$ cat src/include/erase_defs.svh
// Sizing constants for the memory erase subsystem
// Include wherever widths, fraction bits or the lane count are needed

`ifndef ERASE_DEFS_SVH
`define ERASE_DEFS_SVH

// Width of every m, w and e word
`define ERASE_DATA_WIDTH 16

// Fixed point fraction bits, ONE = 1 << 8 = 256
`define ERASE_FRAC_BITS 8

// Number of columns W, one lane per column
`define ERASE_LANES 4

// Row counter and size_n width
`define ERASE_ROW_BITS 8

`endif

$ cat src/rtl/erase_pkg.sv
// Shared data and counter types for the memory erase RTL and its testbench
// Import with a wildcard import in the module header

`include "erase_defs.svh"

package erase_pkg;

  ////////////////////////////////////////////////////////////////////////////
  // Data and index types
  ////////////////////////////////////////////////////////////////////////////

  // One element, weight or erase value
  typedef logic [`ERASE_DATA_WIDTH-1:0] erase_data_t;

  // Row counts and row indices
  typedef logic [`ERASE_ROW_BITS-1:0] erase_row_t;

  // Column index, one bit per power of two of lanes
  typedef logic [$clog2(`ERASE_LANES)-1:0] erase_col_t;

endpackage

$ cat src/rtl/erase_lane_if.sv
// Row issue bundle from the row loader to a single erase lane
// The loader drives it, the lane only samples it

interface erase_lane_if
  import erase_pkg::*;
();

  // One cycle strobe when a complete row is issued
  logic        valid;

  // Row weight, held while valid is high
  erase_data_t w;

  // Erase value for this column, a level per job
  erase_data_t e;

  // Memory element of this column for the row
  erase_data_t m;

  modport loader (output valid, output w, output e, output m);

  modport lane (input valid, input w, input e, input m);

endinterface

$ cat src/rtl/erase_lane.sv
// One erase lane, handles a single column k
// Two stages: keep factor ONE - sat(w*e), then m scaled by keep

`include "erase_defs.svh"

module erase_lane
  import erase_pkg::*;
(
  input  logic        CLK,
  input  logic        RST,

  erase_lane_if.lane  lane,

  output logic        out_valid,
  output erase_data_t out_m
);

  localparam int unsigned DW = `ERASE_DATA_WIDTH;
  localparam int unsigned FB = `ERASE_FRAC_BITS;

  // Fixed point one, narrow and wide
  localparam erase_data_t       ONE   = erase_data_t'(1 << FB);
  localparam logic [2*DW-1:0]   ONE_W = 1 << FB;

  logic [2*DW-1:0] we_full;
  logic [2*DW-1:0] we_shift;
  erase_data_t     we_sat;
  erase_data_t     keep;
  logic [2*DW-1:0] m_keep_full;

  // Stage one registers
  erase_data_t     keep_q;
  erase_data_t     m_q;
  logic            valid_q;

  ////////////////////////////////////////////////////////////////////////////
  // Stage one, keep factor
  ////////////////////////////////////////////////////////////////////////////

  assign we_full  = lane.w * lane.e;
  assign we_shift = we_full >> FB;

  // Clamp at ONE so keep never goes negative
  assign we_sat = (we_shift > ONE_W) ? ONE : we_shift[DW-1:0];
  assign keep   = ONE - we_sat;

  always_ff @(posedge CLK) begin
    keep_q <= keep;
    m_q    <= lane.m;
  end

  ////////////////////////////////////////////////////////////////////////////
  // Stage two, scaling
  ////////////////////////////////////////////////////////////////////////////

  // keep <= ONE, so the truncated product fits in one word
  assign m_keep_full = m_q * keep_q;

  always_ff @(posedge CLK) begin
    out_m <= m_keep_full[FB +: DW];
  end

  // Valid follows the data through both stages
  always_ff @(posedge CLK or posedge RST) begin
    if (RST) begin
      valid_q   <= 1'b0;
      out_valid <= 1'b0;
    end else begin
      valid_q   <= lane.valid;
      out_valid <= valid_q;
    end
  end

endmodule

$ cat src/rtl/erase_row_drainer.sv
// Row drainer for the erase step
// Captures one row of lane results and sends them out one column per cycle
// Counts rows and pulses ready after the last element of the job

`include "erase_defs.svh"

module erase_row_drainer
  import erase_pkg::*;
(
  input  logic        CLK,
  input  logic        RST,

  input  logic        start,
  input  erase_row_t  size_n,

  // Valid of lane 0, all lanes move in step
  input  logic        lane_valid,
  input  erase_data_t lane_m [`ERASE_LANES],

  output logic        m_out_enable,
  output erase_data_t m_out,
  output erase_row_t  m_out_j,
  output erase_col_t  m_out_k,
  output logic        ready
);

  localparam erase_col_t COL_LAST = erase_col_t'(`ERASE_LANES - 1);

  ////////////////////////////////////////////////////////////////////////////
  // State
  ////////////////////////////////////////////////////////////////////////////

  // Captured row of results
  erase_data_t cap [`ERASE_LANES];

  // Job size and progress
  erase_row_t  size_q;
  erase_row_t  row_cnt;
  erase_col_t  col_cnt;

  // Row index of the next completed row
  erase_row_t  row_next;

  assign row_next = erase_row_t'(row_cnt + 1'b1);

  ////////////////////////////////////////////////////////////////////////////
  // Capture
  ////////////////////////////////////////////////////////////////////////////

  always_ff @(posedge CLK) begin
    if (lane_valid) begin
      cap <= lane_m;
    end
  end

  ////////////////////////////////////////////////////////////////////////////
  // Serializer and row counter
  ////////////////////////////////////////////////////////////////////////////

  always_ff @(posedge CLK or posedge RST) begin
    if (RST) begin
      size_q       <= '0;
      row_cnt      <= '0;
      col_cnt      <= '0;
      m_out_enable <= 1'b0;
      ready        <= 1'b0;
    end else begin
      ready <= 1'b0;

      if (start) begin
        size_q       <= size_n;
        row_cnt      <= '0;
        col_cnt      <= '0;
        m_out_enable <= 1'b0;
      end else if (lane_valid) begin
        // New row captured, start at column 0
        col_cnt      <= '0;
        m_out_enable <= 1'b1;
      end else if (m_out_enable) begin
        if (col_cnt == COL_LAST) begin
          // Row done
          m_out_enable <= 1'b0;
          col_cnt      <= '0;
          row_cnt      <= row_next;
          ready        <= (row_next == size_q);
        end else begin
          col_cnt <= col_cnt + 1'b1;
        end
      end
    end
  end

  // Output word follows the column counter
  assign m_out   = cap[col_cnt];
  assign m_out_k = col_cnt;
  assign m_out_j = row_cnt;

endmodule

$ cat src/rtl/erase_row_loader.sv
// Row loader for the erase step
// Holds the erase vector, gathers one row of m elements behind its w
// and issues the full row to every lane in a single cycle

`include "erase_defs.svh"

module erase_row_loader
  import erase_pkg::*;
(
  input  logic        CLK,
  input  logic        RST,

  input  logic        start,
  input  logic        e_in_enable,
  input  logic        w_in_enable,
  input  logic        m_in_enable,

  input  erase_data_t e_in,
  input  erase_data_t w_in,
  input  erase_data_t m_in,

  erase_lane_if.loader lanes [`ERASE_LANES]
);

  // Last column index
  localparam erase_col_t COL_LAST = erase_col_t'(`ERASE_LANES - 1);

  ////////////////////////////////////////////////////////////////////////////
  // Storage
  ////////////////////////////////////////////////////////////////////////////

  // Erase vector, one value per column
  erase_data_t e_reg [`ERASE_LANES];

  // Current row weight and its elements
  erase_data_t w_reg;
  erase_data_t m_buf [`ERASE_LANES];

  // Write pointers
  erase_col_t  e_idx;
  erase_col_t  elem_cnt;

  // Row issue strobe
  logic        row_valid;

  ////////////////////////////////////////////////////////////////////////////
  // Control
  ////////////////////////////////////////////////////////////////////////////

  always_ff @(posedge CLK or posedge RST) begin
    if (RST) begin
      e_idx     <= '0;
      elem_cnt  <= '0;
      row_valid <= 1'b0;
    end else begin
      // Default low, pulse only on the last element
      row_valid <= 1'b0;

      if (start) begin
        e_idx    <= '0;
        elem_cnt <= '0;
      end else begin
        // Erase index wraps after the last column
        if (e_in_enable) begin
          e_idx <= (e_idx == COL_LAST) ? '0 : e_idx + 1'b1;
        end

        // A new w always starts a fresh row
        if (w_in_enable) begin
          elem_cnt <= '0;
        end else if (m_in_enable) begin
          elem_cnt <= (elem_cnt == COL_LAST) ? '0 : elem_cnt + 1'b1;
          // Row complete, issue next cycle
          row_valid <= (elem_cnt == COL_LAST);
        end
      end
    end
  end

  ////////////////////////////////////////////////////////////////////////////
  // Payload
  ////////////////////////////////////////////////////////////////////////////

  always_ff @(posedge CLK) begin
    if (e_in_enable) begin
      e_reg[e_idx] <= e_in;
    end
    if (w_in_enable) begin
      w_reg <= w_in;
    end
    if (m_in_enable) begin
      m_buf[elem_cnt] <= m_in;
    end
  end

  // Fan out to all lanes, each takes its own column
  for (genvar k = 0; k < `ERASE_LANES; k++) begin : g_lane_drive
    assign lanes[k].valid = row_valid;
    assign lanes[k].w     = w_reg;
    assign lanes[k].e     = e_reg[k];
    assign lanes[k].m     = m_buf[k];
  end

endmodule

$ cat src/rtl/memory_erase_top.sv
// Top level of the NTM memory erase step, M(j,k) * (1 - w(j)*e(k))
// Start a job, load e, then stream w plus one row of m per row

`include "erase_defs.svh"

module memory_erase_top
  import erase_pkg::*;
(
  input  logic        CLK,
  input  logic        RST,

  // Job control
  input  logic        start,
  input  erase_row_t  size_n,
  output logic        ready,

  // Input strobes and data
  input  logic        e_in_enable,
  input  erase_data_t e_in,
  input  logic        w_in_enable,
  input  erase_data_t w_in,
  input  logic        m_in_enable,
  input  erase_data_t m_in,

  // Erased matrix out
  output logic        m_out_enable,
  output erase_data_t m_out,
  output erase_row_t  m_out_j,
  output erase_col_t  m_out_k
);

  ////////////////////////////////////////////////////////////////////////////
  // Wiring
  ////////////////////////////////////////////////////////////////////////////

  // Loader to lanes
  erase_lane_if lane_bus [`ERASE_LANES] ();

  // Lanes to drainer
  logic [`ERASE_LANES-1:0] lane_out_valid;
  erase_data_t             lane_out_m [`ERASE_LANES];

  erase_row_loader row_loader_i (
    .CLK         (CLK),
    .RST         (RST),
    .start       (start),
    .e_in_enable (e_in_enable),
    .w_in_enable (w_in_enable),
    .m_in_enable (m_in_enable),
    .e_in        (e_in),
    .w_in        (w_in),
    .m_in        (m_in),
    .lanes       (lane_bus)
  );

  // One lane per column
  for (genvar k = 0; k < `ERASE_LANES; k++) begin : g_lane
    erase_lane lane_i (
      .CLK       (CLK),
      .RST       (RST),
      .lane      (lane_bus[k]),
      .out_valid (lane_out_valid[k]),
      .out_m     (lane_out_m[k])
    );
  end

  erase_row_drainer row_drainer_i (
    .CLK          (CLK),
    .RST          (RST),
    .start        (start),
    .size_n       (size_n),
    .lane_valid   (lane_out_valid[0]),
    .lane_m       (lane_out_m),
    .m_out_enable (m_out_enable),
    .m_out        (m_out),
    .m_out_j      (m_out_j),
    .m_out_k      (m_out_k),
    .ready        (ready)
  );

endmodule

$ cat config.mk
export PLATFORM = sky130hd
export DESIGN_NAME = memory_erase_top
export DESIGN_NICKNAME = d
export VERILOG_FILES = /design/src/rtl/erase_pkg.sv /design/src/rtl/erase_lane_if.sv /design/src/rtl/erase_lane.sv /design/src/rtl/erase_row_drainer.sv /design/src/rtl/erase_row_loader.sv /design/src/rtl/memory_erase_top.sv
export VERILOG_INCLUDE_DIRS = /design/src /design/src/include
export SDC_FILE = /design/constraint.sdc
export NUM_CORES = 2
export LEC_CHECK = 0
export BUFFER_PORTS_ARGS = -buffer_cell sky130_fd_sc_hd__buf_2
export CORE_UTILIZATION = 60
export CTS_CLUSTER_DIAMETER = 120
export CTS_CLUSTER_SIZE = 28
export DETAILED_ROUTE_END_ITERATION = 10
export PLACE_DENSITY_LB_ADDON = 0.1
export SLEW_MARGIN = 20
export SYNTH_ARGS = -nofsm -noshare
export SYNTH_HDL_FRONTEND = slang
export SYNTH_SLANG_ARGS = --single-unit
$ cat constraint.sdc
create_clock -name CLK -period 7.35 [get_ports CLK]
set_input_delay 1.47 -clock CLK [delete_from_list [all_inputs] [get_ports CLK]]
set_output_delay 1.47 -clock CLK [all_outputs]
set_load 0.01 [all_outputs]
# [Word-level counts from Yosys, hierarchy flattened]
# Memory sizes are Yosys's and may differ from the RTL's. A register that Yosys moved wholly into a read port is not among the register bits.
# Cells that the tools add are included.
[op_classes] muxes=37 magnitude_cmp=5 n_div=0 eq_ne=5 n_bitwise=1 n_mul=8 add_sub_neg=8 reduce_logical=6 shift=0
[ops] cell="16-bit by 16-bit multiplier with 32-bit output" count=4
[ops] cell="24-bit by 9-bit > comparator with 1-bit output, second input constant" count=4
[ops] cell="16-bit by 16-bit multiplier with 24-bit output" count=4
[ops] cell="16-bit two-way mux" count=6
[ops] cell="9-bit by 16-bit subtractor with 16-bit output, first input constant" count=4
[ops] cell="16-bit binary-select mux with 2-bit select" count=1
[ops] cell="8-bit two-way mux" count=4
[ops] cell="2-bit two-way mux" count=11
[ops] cell="1-bit two-way mux" count=15
[ops] cell="8-bit by 1-bit adder with 8-bit output, second input constant" count=1
[ops] cell="8-bit == test" count=1
[ops] cell="2-bit by 1-bit adder with 2-bit output, second input constant" count=3
[ops] cell="2-bit == test, second input constant" count=3
[ops] cell="2-bit nonzero test" count=3
[ops] cell="3-bit nonzero test" count=2
[ops] cell="3-bit greater-or-equal comparator, second input constant" count=1
[ops] cell="2-bit NOT with 3-bit output" count=1
[ops] cell="3-bit AND reduction" count=1
[ops] cell="2-bit != test, second input constant" count=1
[word_totals] latchBits=0 memories=2 rom_bits=0 register_bits=235 word_cells=95 inputBits=62 ramBits=128
[mem_list] memory="row_loader_i.e_reg" depth=4 width=16 read_ports=4 rd_clocked_by_memory_dff=0 wr=1 line_no="erase_row_loader.sv:33" text="erase_data_t e_reg [`ERASE_LANES];"
[mem_list] memory="row_loader_i.m_buf" depth=4 width=16 read_ports=4 rd_clocked_by_memory_dff=4 wr=1 line_no="erase_row_loader.sv:37" text="erase_data_t m_buf [`ERASE_LANES];"

# [Longest topological paths before layout]
[depth] depth_word=6 ltp_mapped=33

# [Modules after synthesis]
# A second synthesis with hierarchy kept.
[hier_totals] hier_cells=7962 area_unflattened_um2=75064.5
[modules_own_cells] mod="erase_lane at g_lane[1].lane_i ..." instances=2 cells_per_inst=1890 seq_area_each_um2=1011.0 area_each_um2=16693.5
[modules_own_cells] mod="erase_lane at g_lane[0].lane_i" instances=1 cells_per_inst=1888 seq_area_each_um2=1011.0 area_each_um2=16671.0
[modules_own_cells] mod="erase_lane at g_lane[3].lane_i" instances=1 cells_per_inst=1870 seq_area_each_um2=1011.0 area_each_um2=16548.4
[modules_own_cells] mod="erase_row_loader" instances=1 cells_per_inst=232 seq_area_each_um2=4449.3 area_each_um2=5084.9
[modules_own_cells] mod="erase_row_drainer" instances=1 cells_per_inst=192 seq_area_each_um2=2422.3 area_each_um2=3373.2

# [Least setup slack after synthesis]
# OpenSTA, ideal clock, no wires.
[synth_timing] path_type="register to register" from="reg row_loader_i.w_reg[10] (netlist: row_loader_i.lanes[0].w[10])" to="reg g_lane[0].lane_i.keep_q[4]" t_required_ns=7.212 synth_period_minus_slack_ns=8.054 arrival_time_ns=7.916 n_path_buf=5 path_stages_with_launch=31 setup_time_ns=0.138 setup_slack_ns=-0.704 path_cell_list="edfxtp_1 clkbuf_1 clkbuf_1 nand2_1 fa_1 fa_1 fa_1 fa_1 inv_1 fa_1 inv_1 fa_1 inv_1 ha_1 clkbuf_1 nand2_1 nor4_1 a21boi_0 a41o_1 o31ai_1 o311a_1 a21oi_1 mux2i_1 nand4_1 or3_1 clkbuf_1 or3_1 ha_1 clkbuf_1 nor4_1 a211oi_1"
[synth_via] elab_chain_len=4
[synth_rtl] item="from (decl)" line_no="erase_row_loader.sv:36" text="erase_data_t w_reg;"
[synth_rtl] item="from (signal assigned)" line_no="erase_row_loader.sv:89" text="w_reg <= w_in;"
[synth_rtl] item="16-bit by 16-bit multiplier with 32-bit output *" line_no="erase_lane.sv:40" text="assign we_full = lane.w * lane.e;"
[synth_rtl] item="24-bit by 9-bit > comparator with 1-bit output" line_no="erase_lane.sv:44" text="assign we_sat = (we_shift > ONE_W) ? ONE : we_shift[DW-1:0];"
[synth_rtl] item="16-bit two-way mux *" line_no="erase_lane.sv:44"
[synth_rtl] item="9-bit by 16-bit subtractor with 16-bit output *" line_no="erase_lane.sv:45" text="assign keep = ONE - we_sat;"
[synth_rtl] item="via g_lane[0].lane_i.keep[4]" line_no="erase_lane.sv:28" text="erase_data_t keep;"
[synth_rtl] item="to (signal assigned)" line_no="erase_lane.sv:48" text="keep_q <= keep;"
[synth_rtl] item="to (decl)" line_no="erase_lane.sv:32" text="erase_data_t keep_q;"
# Mark *: on every way through the listed nets, which the timed path passes. The rest lies on a longest branch.
# A chain may end at the register's enable or synchronous reset.

# [Final worst setup path]
[layout_timing] from="reg row_loader_i.w_reg[8] (netlist: row_loader_i.lanes[0].w[8])" to="reg g_lane[0].lane_i.keep_q[8]"
# Same word-level chain as after synthesis.

==> tab_implementation.tex <==
\begin{tabular}{lr}
\hline
Metric & Value \\
\hline
\multicolumn{2}{l}{\textbf{Global route}} \\
Number of global-route vias before repair & 55610 \\
Global-route total usage across every layer & 30.42\% \\
Sum of overflow across all layers after global routing & 0 \\
Initial antenna violation count & 6 \\
First-pass GRT wire length & 292800 µm \\
Largest net degree at the start of global routing & 69 \\
\multicolumn{2}{l}{\textbf{Setup path}} \\
Worst r2r src & row\_loader\_i.lanes[0].w[8]\$\_DFFE\_PP\_ \\
Reg-to-reg critical path endpoint & g\_lane[0].lane\_i.keep\_q[8]\$\_DFF\_P\_ \\
Data required time at the worst endpoint & 7920 ps \\
Critical path launch point type & register \\
Signal arrival time at the worst endpoint & 8020 ps \\
R2R depth & 27 \\
Element type at the critical path end & register \\
Slack of the worst reg-to-reg path & -100 ps \\
Critical path type & register to register \\
Worst-path fanout max & 20 \\
\multicolumn{2}{l}{\textbf{Route}} \\
Avg Vias per Cell & 5.391 \\
ANT nets after route & 0 \\
Detailed Routing Iterations Pass 1 & 5 \\
Total vias in the final route & 51560 \\
Routed WL per cell & 18.69 µm \\
DRC & 0 \\
Violation count after the first detailed-routing iteration & 3140 \\
Wire length after detailed routing & 178800 µm \\
\multicolumn{2}{l}{\textbf{Min path}} \\
Type of the worst min-delay path & register to register \\
Hold EP & g\_lane[3].lane\_i.m\_q[13]\$\_DFF\_P\_ \\
Hold path startpoint & row\_loader\_i.m\_buf[3][13]\$\_DFFE\_PP\_ \\
WHS Path Cells & 0 \\
\multicolumn{2}{l}{\textbf{CTS}} \\
Clock latency on the worst-skew pair & 670 ps \\
TritonCTS clock tree & built \\
Number of buffers created by CTS & 25 \\
H-tree level count & 1 \\
Clock input transition at the sequential cells of the worst setup and hold paths & 110 ps \\
TritonCTS sink count & 427 \\
Clock tree root buffer cell & clkbuf\_16 \\
Bufs on Longest Clock Path & 3 \\
\multicolumn{2}{l}{\textbf{Finish}} \\
Layout net count & 10120 \\
Finished layout cell area & 79770 µm² \\
Flip-flop and latch area & 10770 µm² \\
Share of layout cells above drive strength 1 & 9.848\% \\
Total area of multi-input combinational cells & 55270 µm² \\
Area growth from synthesis to final layout & 9.490\% \\
Fill cell instance count of the final layout & 9829 \\
\multicolumn{2}{l}{\textbf{Place}} \\
Placer Congestion & 0.9192 \\
Port-buffer cells & 89 \\
Place WS & -206.9 ps \\
Post-placement cell area & 77610 µm² \\
Hpwl dp & 147600 µm \\
\multicolumn{2}{l}{\textbf{Job}} \\
Number of max-cap violations & 0 \\
\multicolumn{2}{l}{\textbf{STA}} \\
Final setup viols & 9 \\
Post-route clock period utilization & 101.4\% \\
Achievable frequency & 134.2 MHz \\
Count of final hold-check violations & 0 \\
Max-Slew Margin vs Limit & 32.96\% \\
Final count of pins violating max slew & 0 \\
Worst setup skew after layout & 29.91 ps \\
Worst Max-Slew Pin Slew & 1004 ps \\
Shortest period the worst path allows & 7449 ps \\
Unrepaired setup endpoints after global routing & true \\
Final Worst Setup Slack & -99.38 ps \\
\multicolumn{2}{l}{\textbf{Power}} \\
Max VDD drop & 0.7248 mV \\
Static leakage & 39.19 nW \\
Pwr per Cell Area & 427.4 nW/µm² \\
\multicolumn{2}{l}{\textbf{Synthesis}} \\
Share of synthesized flip-flops with an asynchronous set or reset & 6.323\% \\
Instance count of the mapped netlist & 7680 \\
Largest cells by area after synthesis & fa\_1 40\%, ha\_1 12\%, inv\_1 8.7\%, edfxtp\_1 8.6\%, and2\_1 7.0\% \\
Area fraction of the dominant cell type after synthesis & 39.57\% \\
Cell area after synthesis & 72860 µm² \\
Number of distinct library cells after synthesis & 86 \\
Synth warnings & 0 \\
Count of state elements after synthesis & 427 \\
Leading cell type by number of instances after synthesis & inv\_1 \\
Primary FF master, synth & edfxtp\_1 \\
Sequential-to-total area share from yosys stat & 14.78\% \\
Commonest cells in the netlist & 1698 x inv\_1, 1440 x fa\_1, 1194 x nand2\_1 \\
Post-synth top area cell & fa\_1 \\
Number of flops mapped to enable cells by yosys & 208 \\
Synthesized area per cell & 9.487 µm² \\
\multicolumn{2}{l}{\textbf{Status}} \\
Violated checks & negative setup slack \\
Run status & finished, violations left \\
\multicolumn{2}{l}{\textbf{Die}} \\
Floorplan Core Area & 120100 µm² \\
Die height & 350.5 µm \\
Chip Width & 350.5 µm \\
Die ar. & 122800 µm² \\
Initial cell density of the core & 60.65\% \\
Number of primary I/O pins & 90 \\
Number of placement rows & 127 \\
\hline
\end{tabular}
==> metrics by stage <==
stage | setup TNS [ps] | power (mW) | hold slack, ps | utilization, % | instances
after floorplan | -64.13 | 22.18 | 323.3 | - | 7695
after global placement | -149.6 | 29.88 | 323.4 | 64.60 | 9463
after detailed placement | -2148 | 30.29 | 326.9 | 64.60 | 9463
after CTS | -407.4 | 32.73 | 340.4 | 65.73 | 9530
after global routing | -7826 | 37.71 | 350.1 | 66.40 | 9563
final | -445.0 | 34.09 | 340.8 | 66.41 | 9564
==> kinds of logic after synthesis <==
| logic type | count (synthesis) | synth area share (%) |
|---|---|---|
| flops | 427 | 14.78 |
| compound gates | 424 | 3.917 |
| xor+xnor | 194 | 2.332 |
| simple gates | 2420 | 16.11 |
| other cells | 1 | 0.005147 |
| fa+ha+maj | 2122 | 51.28 |
| mux | 54 | 1.042 |
| buf+inv | 2038 | 10.54 |
==> area by class of cell <==
cell class                 instances  area share [%]
clock buffer                      31          0.8124
clock inverter                    15          0.3231
inverter                        1700           7.999
tap                             1612           2.528
timing repair buffer             548           5.549
multi-input combinational       5230           69.29
antenna                            1        0.003137
sequential                       427           13.50
==> worst max-delay path, stage by stage (launching register included) <==
cell and delay [ps]:
edfxtp_1 380, buf_6 160, buf_12 190, nand2_1 90, fa_1 480, fa_1 600
fa_1 460, fa_1 540, inv_1 50, fa_1 480, inv_1 50, fa_1 470
inv_1 60, ha_4 280, nand2_4 60, nor4_4 280, a21boi_2 190, a41o_1 190
o31ai_4 100, o311a_1 380, a21oi_2 170, mux2i_1 200, nand4_1 120, or3_4 410
or3_4 350, ha_4 200, and3_1 140, a31o_2 230
==> worst max path at each step <==
| stage | slack (ps) | cells past startpoint | endpoint | startpoint |
|---|---|---|---|---|
| after detailed placement | -210 | 28 | g_lane[0].lane_i.keep_q[4]$_DFF_P_ | row_loader_i.e_reg[0][4]$_DFFE_PP_ |
| after floorplan | -60 | 30 | g_lane[0].lane_i.keep_q[4]$_DFF_P_ | row_loader_i.lanes[0].w[5]$_DFFE_PP_ |
| final | -100 | 27 | g_lane[0].lane_i.keep_q[8]$_DFF_P_ | row_loader_i.lanes[0].w[8]$_DFFE_PP_ |
| after global routing | -430 | 29 | g_lane[0].lane_i.keep_q[4]$_DFF_P_ | row_loader_i.lanes[0].w[5]$_DFFE_PP_ |
| after CTS | -140 | 28 | g_lane[0].lane_i.keep_q[4]$_DFF_P_ | row_loader_i.lanes[0].w[9]$_DFFE_PP_ |
| after global placement | -40 | 28 | g_lane[3].lane_i.keep_q[6]$_DFF_P_ | row_loader_i.lanes[0].w[11]$_DFFE_PP_ |
==> placed cells by master (no fill, tap or decap), types with 50 or more instances in the layout <==
cell and instances:
inv_1 1684, fa_1 1420, nand2_1 1185, and2_1 806, ha_1 660, buf_4 399, edfxtp_1 208, dfxtp_1 192
xnor2_1 151, nor2_1 144, a21oi_1 96, buf_2 89, nor3_1 57, o21ai_0 53, a21o_1 50
==> metal layers <==
| metal | track usage, % | vias up | routed length, µm |
|---|---|---|---|
| met5 | 0 | - | 61 |
| met2 | 51.94 | 1523 | 87930 |
| li1 | - | 23440 | - |
| met3 | 4.416 | 306 | 11380 |
| met4 | 9.491 | 10 | 6120 |
| met1 | 40.07 | 26280 | 73300 |
==> power breakdown <==
group          internal [mW]  switching [mW]  total (mW)
registers               2.69           0.147        2.83
clock network          0.698           0.990        1.69
logic                   13.7            15.9        29.6
==> what timing repair did <==
item                       CTS  global route
resized for setup           49           124
cloned                       2             4
setup endpoints to repair   28            43
setup buffers               19            33
hold buffers                 0             0
pin swaps                   19            46
(Power assumes the default switching activity.)
